### config.mk
export PLATFORM = sky130hd
export DESIGN_NAME = rp_analog_top
export DESIGN_NICKNAME = d
export VERILOG_FILES = /design/src/hdl/rp_pkg.sv /design/src/hdl/adc_frontend.sv /design/src/hdl/dac_backend.sv /design/src/hdl/housekeeping.sv /design/src/hdl/output_router.sv /design/src/hdl/rp_analog_top.sv /design/src/hdl/sys_bus_decoder.sv
export VERILOG_INCLUDE_DIRS = /design/src /design/src/include
export SDC_FILE = /design/constraint.sdc
export NUM_CORES = 1
export LEC_CHECK = 0
export ABC_AREA = 1
export BUFFER_PORTS_ARGS = -buffer_cell sky130_fd_sc_hd__buf_2
export CAP_MARGIN = 15
export CORE_MARGIN = 4
export CORE_UTILIZATION = 25
export DETAILED_ROUTE_END_ITERATION = 16
export GPL_TIMING_DRIVEN = 0
export SYNTH_ARGS = -nofsm -noshare
export SYNTH_HDL_FRONTEND = slang
export SYNTH_SLANG_ARGS = --single-unit
### constraint.sdc
create_clock -name adc_clk -period 2 [get_ports adc_clk]
set_clock_uncertainty 0.1 [all_clocks]
set_input_delay 0.4 -clock adc_clk [delete_from_list [all_inputs] [get_ports adc_clk]]
set_output_delay 0.4 -clock adc_clk [all_outputs]
set_load 0.1 [all_outputs]
### src/include/rp_settings.svh
/*
 * analog board controller settings
 * sample widths, system bus region map, register offsets and the ID word
 */
`ifndef RP_SETTINGS_SVH
`define RP_SETTINGS_SVH

// data path widths
`define RP_ADC_BITS       14          // sample width
`define RP_RAW_BITS       16          // raw adc word, two reserved lsbs

// system bus region map
`define RP_REGION_MSB     22
`define RP_REGION_LSB     20          // offset field is everything below
`define RP_N_REGIONS      8
`define RP_HK_REGION      0           // housekeeping
`define RP_ROUTER_REGION  3           // output router (reduced dsp)

// housekeeping offsets
`define RP_REG_ID         20'h00000
`define RP_REG_LOOP       20'h00004
`define RP_REG_LED        20'h00008

// router offsets
`define RP_REG_SEL_A      20'h00000
`define RP_REG_SEL_B      20'h00004
`define RP_REG_SET_A      20'h00008
`define RP_REG_SET_B      20'h0000C

`define RP_HK_ID          32'h5250_0a01  // board id word, read only

`endif

### src/hdl/rp_pkg.sv
/*
 * analog board controller types
 * samples and sample pairs, raw adc words, dac codes,
 * system bus request and response, router source select
 */
`default_nettype none

`include "rp_settings.svh"

package rp_pkg;

  // data path
  typedef logic signed [`RP_ADC_BITS-1:0] sample_t;   // two's complement
  typedef logic        [`RP_RAW_BITS-1:0] raw_t;      // as on the pins
  typedef logic        [`RP_ADC_BITS-1:0] dac_code_t; // negative slope, unsigned

  typedef struct packed {
    sample_t a;     // channel 1
    sample_t b;     // channel 2
  } sample_pair_t;

  typedef struct packed {
    raw_t a;
    raw_t b;
  } raw_pair_t;

  // system bus
  typedef struct packed {
    logic [31:0] addr;
    logic [31:0] wdata;
    logic [3:0]  sel;    // byte select
    logic        wen;    // one cycle strobe
    logic        ren;    // one cycle strobe
  } sys_req_t;

  typedef struct packed {
    logic [31:0] rdata;
    logic        err;
    logic        ack;
  } sys_rsp_t;

  typedef logic [`RP_REGION_MSB-`RP_REGION_LSB:0] region_t;

  // per channel output source
  typedef enum logic [1:0] {
    SRC_ADC_A = 2'd0,
    SRC_ADC_B = 2'd1,
    SRC_SET   = 2'd2,
    SRC_ZERO  = 2'd3
  } src_sel_t;

endpackage

`default_nettype wire

### src/hdl/adc_frontend.sv
/*
 * adc input stage
 * registers both raw words, drops the reserved lsbs and turns the
 * negative slope offset code into two's complement. digital loop
 * replaces the pins with the dac pair
 */
`timescale 1ns/1ps
`default_nettype none

`include "rp_settings.svh"

module adc_frontend (
  input  wire                  adc_clk,
  input  wire                  rst_n_i,
  input  rp_pkg::raw_pair_t    adc_raw_i,
  input  wire                  digital_loop_i,
  input  rp_pkg::sample_pair_t loop_pair_i,
  output rp_pkg::sample_pair_t adc_pair_o
);

  import rp_pkg::*;

  raw_pair_t raw_q;   // io register

  // keep msb, invert the rest
  function automatic sample_t raw_to_sample(raw_t raw);
    logic [`RP_ADC_BITS-1:0] code;
    code = raw[`RP_RAW_BITS-1:`RP_RAW_BITS-`RP_ADC_BITS];  // 2 lsbs reserved
    return {code[`RP_ADC_BITS-1], ~code[`RP_ADC_BITS-2:0]};
  endfunction

  always_ff @(posedge adc_clk or negedge rst_n_i)
  begin
    if (!rst_n_i)
      raw_q <= '0;
    else
      raw_q <= adc_raw_i;
  end

  // loop path stays combinational, router register breaks it
  assign adc_pair_o.a = digital_loop_i ? loop_pair_i.a : raw_to_sample(raw_q.a);
  assign adc_pair_o.b = digital_loop_i ? loop_pair_i.b : raw_to_sample(raw_q.b);

endmodule

`default_nettype wire

### src/hdl/dac_backend.sv
/*
 * dac output stage
 * converts back to negative slope code and interleaves both channels
 * on one 14 bit bus with channel a while dac_sel_o is low and
 * channel b while high
 */
`timescale 1ns/1ps
`default_nettype none

module dac_backend (
  input  wire                  adc_clk,
  input  wire                  rst_n_i,
  input  rp_pkg::sample_pair_t dac_pair_i,
  output rp_pkg::dac_code_t    dac_dat_o,
  output logic                 dac_sel_o,
  output logic                 dac_rst_o
);

  import rp_pkg::*;

  dac_code_t code_b_q;   // b half of the pair taken with a

  function automatic dac_code_t to_dac(sample_t s);
    return {s[$bits(s)-1], ~s[$bits(s)-2:0]};
  endfunction

  // pair is sampled only in the cycle before sel drops to 0
  always_ff @(posedge adc_clk or negedge rst_n_i)
  begin
    if (!rst_n_i)
    begin
      dac_sel_o <= 1'b0;
      dac_dat_o <= '0;
      code_b_q  <= '0;
    end
    else
    begin
      dac_sel_o <= ~dac_sel_o;                // toggles every cycle
      if (dac_sel_o)
      begin
        dac_dat_o <= to_dac(dac_pair_i.a);   // a phase next
        code_b_q  <= to_dac(dac_pair_i.b);
      end
      else
        dac_dat_o <= code_b_q;               // b of the same pair
    end
  end

  // dac reset released one cycle after rst_n_i
  always_ff @(posedge adc_clk or negedge rst_n_i)
  begin
    if (!rst_n_i)
      dac_rst_o <= 1'b1;
    else
      dac_rst_o <= 1'b0;
  end

endmodule

`default_nettype wire

### src/hdl/housekeeping.sv
/*
 * housekeeping registers, bus region 0
 * read only id word, digital loop enable and led drive
 */
`timescale 1ns/1ps
`default_nettype none

`include "rp_settings.svh"

module housekeeping (
  input  wire              adc_clk,
  input  wire              rst_n_i,
  input  rp_pkg::sys_req_t req_i,
  output rp_pkg::sys_rsp_t rsp_o,
  output logic             digital_loop_o,
  output logic [7:0]       led_o
);

  import rp_pkg::*;

  logic [`RP_REGION_LSB-1:0] offs;     // offset inside the region
  logic [31:0]               rd_mux;

  assign offs = req_i.addr[`RP_REGION_LSB-1:0];

  //////////////////////////////////////////////////////////////////////
  // register writes
  //////////////////////////////////////////////////////////////////////

  always_ff @(posedge adc_clk or negedge rst_n_i)
  begin
    if (!rst_n_i)
    begin
      digital_loop_o <= 1'b0;
      led_o          <= '0;
    end
    else if (req_i.wen)
    begin
      case (offs)
        `RP_REG_LOOP: digital_loop_o <= req_i.wdata[0];
        `RP_REG_LED:  led_o          <= req_i.wdata[7:0];
        default:      ;   // id is read only
      endcase
    end
  end

  // read data, zero extended
  always_comb
  begin
    case (offs)
      `RP_REG_ID:   rd_mux = `RP_HK_ID;
      `RP_REG_LOOP: rd_mux = {31'b0, digital_loop_o};
      `RP_REG_LED:  rd_mux = {24'b0, led_o};
      default:      rd_mux = '0;
    endcase
  end

  // response one cycle after the strobe
  always_ff @(posedge adc_clk or negedge rst_n_i)
  begin
    if (!rst_n_i)
      rsp_o <= '0;
    else
    begin
      rsp_o.ack   <= req_i.wen | req_i.ren;
      rsp_o.err   <= req_i.wen && (offs == `RP_REG_ID);  // write to id
      rsp_o.rdata <= req_i.ren ? rd_mux : '0;
    end
  end

  a_ack_single: assert property (@(posedge adc_clk) disable iff (!rst_n_i)
    rsp_o.ack |=> !rsp_o.ack);

endmodule

`default_nettype wire

### src/hdl/output_router.sv
/*
 * output router, bus region 3
 * reduced dsp block: each dac channel takes adc a, adc b,
 * a bus written set value or zero, registered every cycle
 */
`timescale 1ns/1ps
`default_nettype none

`include "rp_settings.svh"

module output_router (
  input  wire                  adc_clk,
  input  wire                  rst_n_i,
  input  rp_pkg::sys_req_t     req_i,
  input  rp_pkg::sample_pair_t adc_pair_i,
  output rp_pkg::sys_rsp_t     rsp_o,
  output rp_pkg::sample_pair_t out_pair_o
);

  import rp_pkg::*;

  logic [`RP_REGION_LSB-1:0] offs;
  logic [31:0]               rd_mux;
  src_sel_t                  sel_a, sel_b;
  sample_t                   set_a, set_b;

  assign offs = req_i.addr[`RP_REGION_LSB-1:0];

  function automatic sample_t pick(src_sel_t sel, sample_pair_t adc, sample_t set);
    case (sel)
      SRC_ADC_A: return adc.a;
      SRC_ADC_B: return adc.b;
      SRC_SET:   return set;
      default:   return '0;   // SRC_ZERO
    endcase
  endfunction

  //////////////////////////////////////////////////////////////////////
  // configuration registers
  //////////////////////////////////////////////////////////////////////

  always_ff @(posedge adc_clk or negedge rst_n_i)
  begin
    if (!rst_n_i)
    begin
      sel_a <= SRC_ADC_A;
      sel_b <= SRC_ADC_A;
      set_a <= '0;
      set_b <= '0;
    end
    else if (req_i.wen)
    begin
      case (offs)
        `RP_REG_SEL_A: sel_a <= src_sel_t'(req_i.wdata[1:0]);
        `RP_REG_SEL_B: sel_b <= src_sel_t'(req_i.wdata[1:0]);
        `RP_REG_SET_A: set_a <= req_i.wdata[`RP_ADC_BITS-1:0];
        `RP_REG_SET_B: set_b <= req_i.wdata[`RP_ADC_BITS-1:0];
        default:       ;
      endcase
    end
  end

  always_comb
  begin
    case (offs)
      `RP_REG_SEL_A: rd_mux = {30'b0, sel_a};
      `RP_REG_SEL_B: rd_mux = {30'b0, sel_b};
      `RP_REG_SET_A: rd_mux = {{(32-`RP_ADC_BITS){1'b0}}, set_a};  // no sign ext
      `RP_REG_SET_B: rd_mux = {{(32-`RP_ADC_BITS){1'b0}}, set_b};
      default:       rd_mux = '0;
    endcase
  end

  always_ff @(posedge adc_clk or negedge rst_n_i)
  begin
    if (!rst_n_i)
      rsp_o <= '0;
    else
    begin
      rsp_o.ack   <= req_i.wen | req_i.ren;
      rsp_o.err   <= 1'b0;                        // nothing read only here
      rsp_o.rdata <= req_i.ren ? rd_mux : '0;
    end
  end

  //////////////////////////////////////////////////////////////////////
  // sample path
  //////////////////////////////////////////////////////////////////////

  always_ff @(posedge adc_clk or negedge rst_n_i)
  begin
    if (!rst_n_i)
      out_pair_o <= '0;
    else
    begin
      out_pair_o.a <= pick(sel_a, adc_pair_i, set_a);
      out_pair_o.b <= pick(sel_b, adc_pair_i, set_b);
    end
  end

endmodule

`default_nettype wire

### src/hdl/rp_analog_top.sv
/*
 * analog board controller top
 * bus decoder with housekeeping and router slaves beside the
 * adc -> router -> dac sample path, all on adc_clk
 */
`timescale 1ns/1ps
`default_nettype none

module rp_analog_top (
  input  wire                  adc_clk,
  input  wire                  rst_n_i,
  input  rp_pkg::raw_pair_t    adc_raw_i,
  input  rp_pkg::sys_req_t     sys_req_i,
  output rp_pkg::sys_rsp_t     sys_rsp_o,
  output rp_pkg::dac_code_t    dac_dat_o,
  output logic                 dac_sel_o,
  output logic                 dac_rst_o,
  output logic [7:0]           led_o
);

  import rp_pkg::*;

  //////////////////////////////////////////////////////////////////////
  // system bus
  //////////////////////////////////////////////////////////////////////

  sys_req_t     hk_req, router_req;
  sys_rsp_t     hk_rsp, router_rsp;
  logic         digital_loop;
  sample_pair_t adc_pair;     // two's complement from the pins or loop
  sample_pair_t dac_pair;     // router output

  sys_bus_decoder i_dec (
    .adc_clk      (adc_clk),
    .rst_n_i      (rst_n_i),
    .sys_req_i    (sys_req_i),
    .hk_rsp_i     (hk_rsp),
    .router_rsp_i (router_rsp),
    .hk_req_o     (hk_req),
    .router_req_o (router_req),
    .sys_rsp_o    (sys_rsp_o)
  );

  housekeeping i_hk (
    .adc_clk        (adc_clk),
    .rst_n_i        (rst_n_i),
    .req_i          (hk_req),
    .rsp_o          (hk_rsp),
    .digital_loop_o (digital_loop),
    .led_o          (led_o)
  );

  //////////////////////////////////////////////////////////////////////
  // sample path
  //////////////////////////////////////////////////////////////////////

  adc_frontend i_adc (
    .adc_clk        (adc_clk),
    .rst_n_i        (rst_n_i),
    .adc_raw_i      (adc_raw_i),
    .digital_loop_i (digital_loop),
    .loop_pair_i    (dac_pair),     // back into the adc path
    .adc_pair_o     (adc_pair)
  );

  output_router i_router (
    .adc_clk    (adc_clk),
    .rst_n_i    (rst_n_i),
    .req_i      (router_req),
    .adc_pair_i (adc_pair),
    .rsp_o      (router_rsp),
    .out_pair_o (dac_pair)
  );

  dac_backend i_dac (
    .adc_clk    (adc_clk),
    .rst_n_i    (rst_n_i),
    .dac_pair_i (dac_pair),
    .dac_dat_o  (dac_dat_o),
    .dac_sel_o  (dac_sel_o),
    .dac_rst_o  (dac_rst_o)
  );

endmodule

`default_nettype wire

### src/hdl/sys_bus_decoder.sv
/*
 * system bus decoder
 * splits the address space into eight regions on addr[22:20],
 * steers strobes to housekeeping and router, muxes the response back.
 * unused regions answer zero data with an immediate ack
 */
`timescale 1ns/1ps
`default_nettype none

`include "rp_settings.svh"

module sys_bus_decoder (
  input  wire              adc_clk,
  input  wire              rst_n_i,
  input  rp_pkg::sys_req_t sys_req_i,
  input  rp_pkg::sys_rsp_t hk_rsp_i,
  input  rp_pkg::sys_rsp_t router_rsp_i,
  output rp_pkg::sys_req_t hk_req_o,
  output rp_pkg::sys_req_t router_req_o,
  output rp_pkg::sys_rsp_t sys_rsp_o
);

  import rp_pkg::*;

  region_t                  region;
  logic [`RP_N_REGIONS-1:0] region_cs;   // one hot
  logic                     strobe;
  logic                     pend_q;      // strobe issued, ack outstanding

  assign region    = sys_req_i.addr[`RP_REGION_MSB:`RP_REGION_LSB];
  assign region_cs = `RP_N_REGIONS'(1) << region;
  assign strobe    = sys_req_i.wen | sys_req_i.ren;

  //////////////////////////////////////////////////////////////////////
  // request fan out, strobes only reach the selected slave
  //////////////////////////////////////////////////////////////////////

  always_comb
  begin
    hk_req_o         = sys_req_i;
    hk_req_o.wen     = sys_req_i.wen & region_cs[`RP_HK_REGION];
    hk_req_o.ren     = sys_req_i.ren & region_cs[`RP_HK_REGION];
    router_req_o     = sys_req_i;
    router_req_o.wen = sys_req_i.wen & region_cs[`RP_ROUTER_REGION];
    router_req_o.ren = sys_req_i.ren & region_cs[`RP_ROUTER_REGION];
  end

  // response mux, address is held until ack
  always_comb
  begin
    unique case (region)
      region_t'(`RP_HK_REGION):     sys_rsp_o = hk_rsp_i;
      region_t'(`RP_ROUTER_REGION): sys_rsp_o = router_rsp_i;
      default:
      begin
        sys_rsp_o       = '0;     // empty slave
        sys_rsp_o.ack   = strobe;  // same cycle
      end
    endcase
  end

  // outstanding transfer tracking
  always_ff @(posedge adc_clk or negedge rst_n_i)
  begin
    if (!rst_n_i)
      pend_q <= 1'b0;
    else if (pend_q)
      pend_q <= !sys_rsp_o.ack;
    else
      pend_q <= strobe && !sys_rsp_o.ack;
  end

  //////////////////////////////////////////////////////////////////////
  // bus protocol checks
  //////////////////////////////////////////////////////////////////////

  a_no_rw_overlap: assert property (@(posedge adc_clk) disable iff (!rst_n_i)
    !(sys_req_i.wen && sys_req_i.ren));

  a_one_outstanding: assert property (@(posedge adc_clk) disable iff (!rst_n_i)
    strobe |-> !pend_q);  // master waits for ack

endmodule

`default_nettype wire

==> metrics.md, run 1 <==
| Metric | Value |
|---|---|
| Status | `complete, no violations` |
| Most frequent cells in the layout | `170 x nand2_1, 152 x dfrtp_1, 94 x buf_2, 62 x o21ai_0, 47 x inv_1` |
| Die H | `168 microns` |
| DP Cell Count | `1108` |
| Placed wire-length estimate | `13200 microns` |
| Top cell type's share of synthesized area | `0.596` |
| Largest net degree at the start of global routing | `86` |
| Slew Viols, Final | `0` |
| Post-synth cell types | `32` |
| Commonest non-fill, non-tap cell in the layout | `nand2_1` |
| Core footprint | `0.0252 sq mm` |
| First-iteration detailed-routing DRC count | `between 300 and 400` |
| CTS buffer count | `17` |
| Clk slew on worst S/H paths | `roughly 70 ps` |
| Clock root buffer master | `clkbuf_16` |
| RSZ-0062 raised after global routing | `true` |
| Syn-to-layout area delta | `33.8%` |
| Sequential area share after synthesis | `0.600` |
| Ports | `162` |
| WL/cell | `15.4 microns` |
| # clock sinks | `153` |
| Pre-Repair DR Iteration Count | `5` |
| Shortest period the worst path allows | `~1900 ps` |
| Max-Cap Viols | `0` |
| Static Leak | `0.00405 uW` |
| Rows | `58` |
| Synth top area cells | `dfrtp_1 60%, nand2_1 10%, o21ai_0 5.0%` |
| Mapped Cells | `~650` |
| Setup violations, final | `0` |
| Maximum root-to-sink buffer count | `2` |
| Worst EP arrival | `1440 ps` |
| DRC Markers | `0` |
| Slowest CP cell | `buf_12` |
| Area of the multi-input gates | `around 0.0022 sq mm` |
| Mapped Area | `around 0.0064 sq mm` |
| Antenna violations before repair | `0` |
| IO Port Bufs | `between 100 and 150` |
| Worst Tran Pin Value | `830 ps` |
| Die width | `168 microns` |
| CP Cell Sequence | `buf_2 -> nor2_1 -> nand2_2 -> inv_4 -> nand2_1 -> o311ai_4 -> buf_12` |
| Hold Fails Final Rpt | `0` |
| Antenna-violating nets left | `0` |
| Later-pin clock latency in the skew report | `430 ps` |
| Nets | `933` |
| Yosys warning total | `0` |
| Fmax | `514 MHz` |
| Register area | `0.00383 sq mm` |
| Power Dens Cells | `837 mW/mm^2` |
| Gr usage total | `0.132` |
| Max transition margin | `0.444` |
| Starting Density | `0.254` |
| N_diodes | `0` |
| CTS tree | `yes` |
| GP Congestion | `0.807` |
| Crit path launch type | `input port` |
| Htree depth | `4` |
| Routed vias | `5031` |
| Worst path max stage delay | `210 ps` |
| CP Max Fanout | `10` |
| Die area | `0.0282 sq mm` |
| Post-synth top area cell | `dfrtp_1` |
| Worst Hold Class | `in2reg` |
| Synth Register Bits | `153` |
| Mean Syn Cell Area | `9.81 sq um` |
| Critical path type | `in2out` |
| DRT Wirelength | `18000 microns` |
| Setup crit end kind | `primary output` |
| Post-synth EDFFs | `0` |
| Worst path required time | `roughly 1500 ps` |
| Grt ovf | `0` |
| Period utilization | `0.972` |
| Filler Cells Inserted | `around 2600` |
| Hold Slack | `140 ps` |
| Synth async-reset ratio | `1.00` |
| First-pass GRT wire length | `28900 microns` |
| Maximum VDD drop | `0.484 mV` |
| Dominant synthesized flop cell | `dfrtp_1` |
| Routed vias/inst | `around 4.3` |
| Layout Cells excl Fill | `1172` |
| Number of global-route vias before repair | `5198` |
| Layout cells sized above 1 | `0.299` |
==> report_power, final <==
group,total (uW),switching (uW),internal [uW]
Clock,3320,1370,1950
Sequential,3220,33.6,3180
Combinational,613,442,171
Total,7150,1850,5300
==> repair_timing <==
item,in CTS,in global routing
pin swaps,0,0
buffers inserted,0,3
endpoints found under the setup margin,16,15
resized for setup,28,15
endpoints found under the hold margin,96,0
hold buffers,29,0
==> layout make-up <==
type	instances	area share
buffer	41	0.0319
clock buffer	19	0.0530
clock inverter	13	0.0186
inverter	52	0.0231
multi-input combinational	418	0.256
sequential	153	0.448
tap	330	0.0483
timing repair buffer	146	0.120
==> cells in the mapped netlist (6+ instances only) <==
cell / number
buf_6: 6
a22o_1: 8
nand3_1: 9
nor2_2: 6
buf_4: 18
o221ai_1: 6
nand2_1: 170
nand4_1: 10
inv_1: 47
dfrtp_1: 152
o21ai_1: 8
o21ai_2: 30
nor2_1: 41
a22oi_1: 15
nand2_2: 9
o21ai_0: 64
clkbuf_1: 13
a21oi_1: 13
==> per-layer routing <==
layer  global-route usage  wire length [microns]  vias up
met5                    0                      0        -
met4               0.0561                    428        0
met3               0.0296                    992       24
met2                0.216                   8830      148
met1                0.169                   7750     2393
li1                     -                      -     2466
==> kinds of logic after synthesis <==
group | share of synthesized area
other | 0.000587
AO/OA/AOI/OAI | 0.150
buffers and inverters | 0.0727
flip-flops | 0.600
AND/OR/NAND/NOR | 0.177
==> critical path, delay by kind of cell <==
| kind | cells | cell delay (ps) |
|---|---|---|
| buffers and inverters | 3 | 520 |
| and+or+nand+nor | 3 | 420 |
| AOI/OAI and AO/OA | 1 | 100 |
==> metrics by stage <==
| step | utilization | total power [uW] | worst slack (ps) | cell area (sq um) | setup TNS, ps |
|---|---|---|---|---|---|
| 2_1_floorplan | - | 3630 | -498 | 6480 | -3480 |
| 3_3_place_gp | 0.296 | 3830 | -1900 | 7460 | -292390 |
| 3_5_place_dp | 0.298 | 3840 | -426 | 7490 | -4540 |
| 4_1_cts | 0.337 | 7210 | 2.12 | 8480 | 0 |
| 5_1_grt | 0.339 | 7410 | -2.69 | 8540 | -4.11 |
| 6_report | 0.339 | 7150 | 55.5 | 8540 | 0 |
==> worst paths after layout <==
check                                            start                endpoint  slack (ps)  depth (start not counted)
worst max-delay path                     sys_req_i[60]            sys_rsp_o[0]          60                          7
worst max register to register       i_router.sel_b[1]  i_router.out_pair_o[2]         200                          3
worst min register to register  i_router.out_pair_o[2]       i_dac.code_b_q[2]         360                          1
min in group asynchronous                      rst_n_i           i_hk.rsp_o[0]         440                          2
max in group asynchronous                      rst_n_i         i_dac.dac_rst_o         490                          3
worst min-delay path                     sys_req_i[16]      i_router.set_a[10]         140                          3
==> state kept, by name (all words and copies together) (netlist names) <==
name / cells
i_adc.raw_q: 28
i_router.out_pair_o: 28
i_router.rsp_o: 15
i_dac.code_b_q: 14
i_dac.dac_dat_o: 14
i_router.set_a: 14
i_router.set_b: 14
i_hk.rsp_o: 11
i_hk.led_o: 8
i_router.sel_a: 2
i_router.sel_b: 2
i_dac.dac_rst_o: 1
i_dac.dac_sel_o: 1
i_hk.digital_loop_o: 1
No activity file was read; power rests on OpenSTA's default activity.
==> inputs of run 2 (changes only) <==
- BUFFER_PORTS_ARGS: -buffer_cell sky130_fd_sc_hd__buf_2 -> -buffer_cell sky130_fd_sc_hd__buf_4
==> run 2 against run 1 <==
Die area did not move. Routed wire length fell by 0.85%. Fmax is 0.12% higher. Final cell count shrank 0.34%. Via count decreased by 0.30%. Utilization is 0.78 points higher. Flip-flop and latch count did not move. Worst setup slack better by 2.3 ps. Critical path type unchanged.
==> metrics.md, run 2 (synthesis results as in run 1) <==
| Metric | Value |
|---|---|
| Die area | `between 0.02 and 0.03 sq mm` |
| Die width | `168 microns` |
| Critical path type | `in2out` |
| Max transition margin | `0.372` |
| Shortest period the worst path allows | `1940 ps` |
| Setup crit end kind | `primary output` |
| Nets | `slightly above 900` |
| Layout cells sized above 1 | `0.294` |
| Starting Density | `0.254` |
| CP Cell Sequence | `buf_4 -> nand2_1 -> nor2_4 -> clkbuf_4 -> nand2_1 -> o21ai_1 -> buf_6` |
| CP Max Fanout | `10` |
| Commonest non-fill, non-tap cell in the layout | `nand2_1` |
| Crit path launch type | `input port` |
| Routed vias/inst | `4.29` |
| Worst Hold Class | `in2reg` |
| Filler Cells Inserted | `around 2600` |
| Fmax | `515 MHz` |
| Later-pin clock latency in the skew report | `420 ps` |
| Worst Tran Pin Value | `939 ps` |
| Largest delay share family, worst path | `buffers and inverters` |
| GP Congestion | `0.798` |
| Crit-path most repeated cell | `nand2_1` |
| Status | `complete, no violations` |
| Pre-Repair DR Iteration Count | `6` |
| Period utilization | `0.971` |
| CTS buffer count | `17` |
| # clock sinks | `153` |
| Slowest CP cell | `clkbuf_4` |
| IO Port Bufs | `113` |
| Maximum root-to-sink buffer count | `2` |
| Placed wire-length estimate | `13000 microns` |
| Largest net degree at the start of global routing | `86` |
| First-iteration detailed-routing DRC count | `378` |
| Antenna-violating nets left | `0` |
| Htree depth | `4` |
| Gr usage total | `0.128` |
| CTS tree | `yes` |
| Core footprint | `0.0252 sq mm` |
| Worst path required time | `~1500 ps` |
| Maximum VDD drop | `~0.42 mV` |
| DRC Markers | `0` |
| Worst EP arrival | `1440 ps` |
| DRT Wirelength | `17800 microns` |
| Die H | `between 150 and 200 microns` |
| Rows | `between 50 and 60` |
| Biggest regs | `i_adc.raw_q (28), i_router.out_pair_o (28), i_router.rsp_o (15)` |
| Most frequent cells in the layout | `170 x nand2_1, 152 x dfrtp_1, 119 x buf_4, 62 x o21ai_0, 47 x inv_1` |
| Slew Viols, Final | `0` |
| Bufs and invs on worst path | `3` |
| Pwr Total | `7180 uW` |
| Syn-to-layout area delta | `36.9%` |
| First-pass GRT wire length | `around 28000 microns` |
| Worst path max stage delay | `260 ps` |
| Routed vias | `5016` |
| Setup violations, final | `0` |
| Hold Slack | `between 150 and 200 ps` |
| Hold Fails Final Rpt | `0` |
| Clk slew on worst S/H paths | `about 60 ps` |
| Static Leak | `0.00410 uW` |
| Grt ovf | `0` |
| Max-Cap Viols | `0` |
| N_diodes | `0` |
| WL/cell | `15.3 microns` |
| Number of global-route vias before repair | `5076` |
| Power Dens Cells | `822 mW/mm^2` |
| Ports | `~160` |
| Antenna violations before repair | `0` |
| Clock root buffer master | `clkbuf_16` |
==> run 2: cell count changes in the layout (fill, tap and decap cells not counted), moves of 2 or more <==
cell	change
nor2_2	-2
clkbuf_4	-2
buf_6	-4
buf_4	+95
buf_2	-92
inv_8	-4
==> run 2: per-layer routing <==
| metal | global-route usage | part of all wire |
|---|---|---|
| met2 | 0.211 | 0.49 |
| met1 | 0.164 | 0.43 |
| met5 | 0 | 0 |
| met4 | 0.0462 | 0.025 |
| met3 | 0.0317 | 0.061 |
==> run 2: power by group <==
| part | switching, uW | leakage, uW | internal (uW) |
|---|---|---|---|
| sequential | 35.2 | 0.00193 | 3190 |
| clock | 1240 | 0.000304 | 2060 |
| combinational | 442 | 0.00186 | 214 |
==> run 2: worst paths after layout <==
path                            slack [ps]                       to              startpoint  depth (start not counted)
worst max-delay path                    60            sys_rsp_o[13]           sys_req_i[58]                          7
worst min register to register         370        i_dac.code_b_q[3]  i_router.out_pair_o[3]                          1
worst min-delay path                   160       i_router.set_a[10]           sys_req_i[16]                          3
min in group asynchronous              450            i_hk.rsp_o[0]                 rst_n_i                          2
worst max register to register          80  i_router.out_pair_o[23]       i_router.sel_a[0]                          3
max in group asynchronous              470          i_dac.dac_rst_o                 rst_n_i                          3
==> run 2: stage by stage <==
step,instance area (sq um),worst slack [ps],TNS (ps),util,cells
6_report,8740,57.8,0,0.347,1168
5_1_grt,8740,-4.21,-5.73,0.347,1168
4_1_cts,8690,1.39,0,0.345,1168
3_5_place_dp,7770,-256,-2320,0.309,1108
3_3_place_gp,7740,-367,-56420,0.308,1107
2_1_floorplan,6480,-498,-3480,-,664
==> run 2: cell type report <==
class / count / area [sq um] / share of cell area
timing repair buffer: 143 / 1220 / 0.140
tap: 330 / 413 / 0.0472
clock inverter: 10 / 140 / 0.0160
sequential: 153 / 3830 / 0.438
buffer: 41 / 273 / 0.0312
inverter: 52 / 200 / 0.0229
multi-input combinational: 418 / 2190 / 0.251
clock buffer: 21 / 470 / 0.0538
==> run 2: worst register-to-register path, stage by stage, from the launching register on <==
cell and delay (ps):
dfrtp_1 420, nor2_1 740, inv_1 280, o21ai_0 280
==> run 2: what timing repair did <==
item	in CTS	in global routing
gates resized for setup	6	13
hold buffers	29	0
endpoints found under the setup margin	11	15
hold endpoints to repair	96	0
pin swaps	0	0
setup buffers	0	0
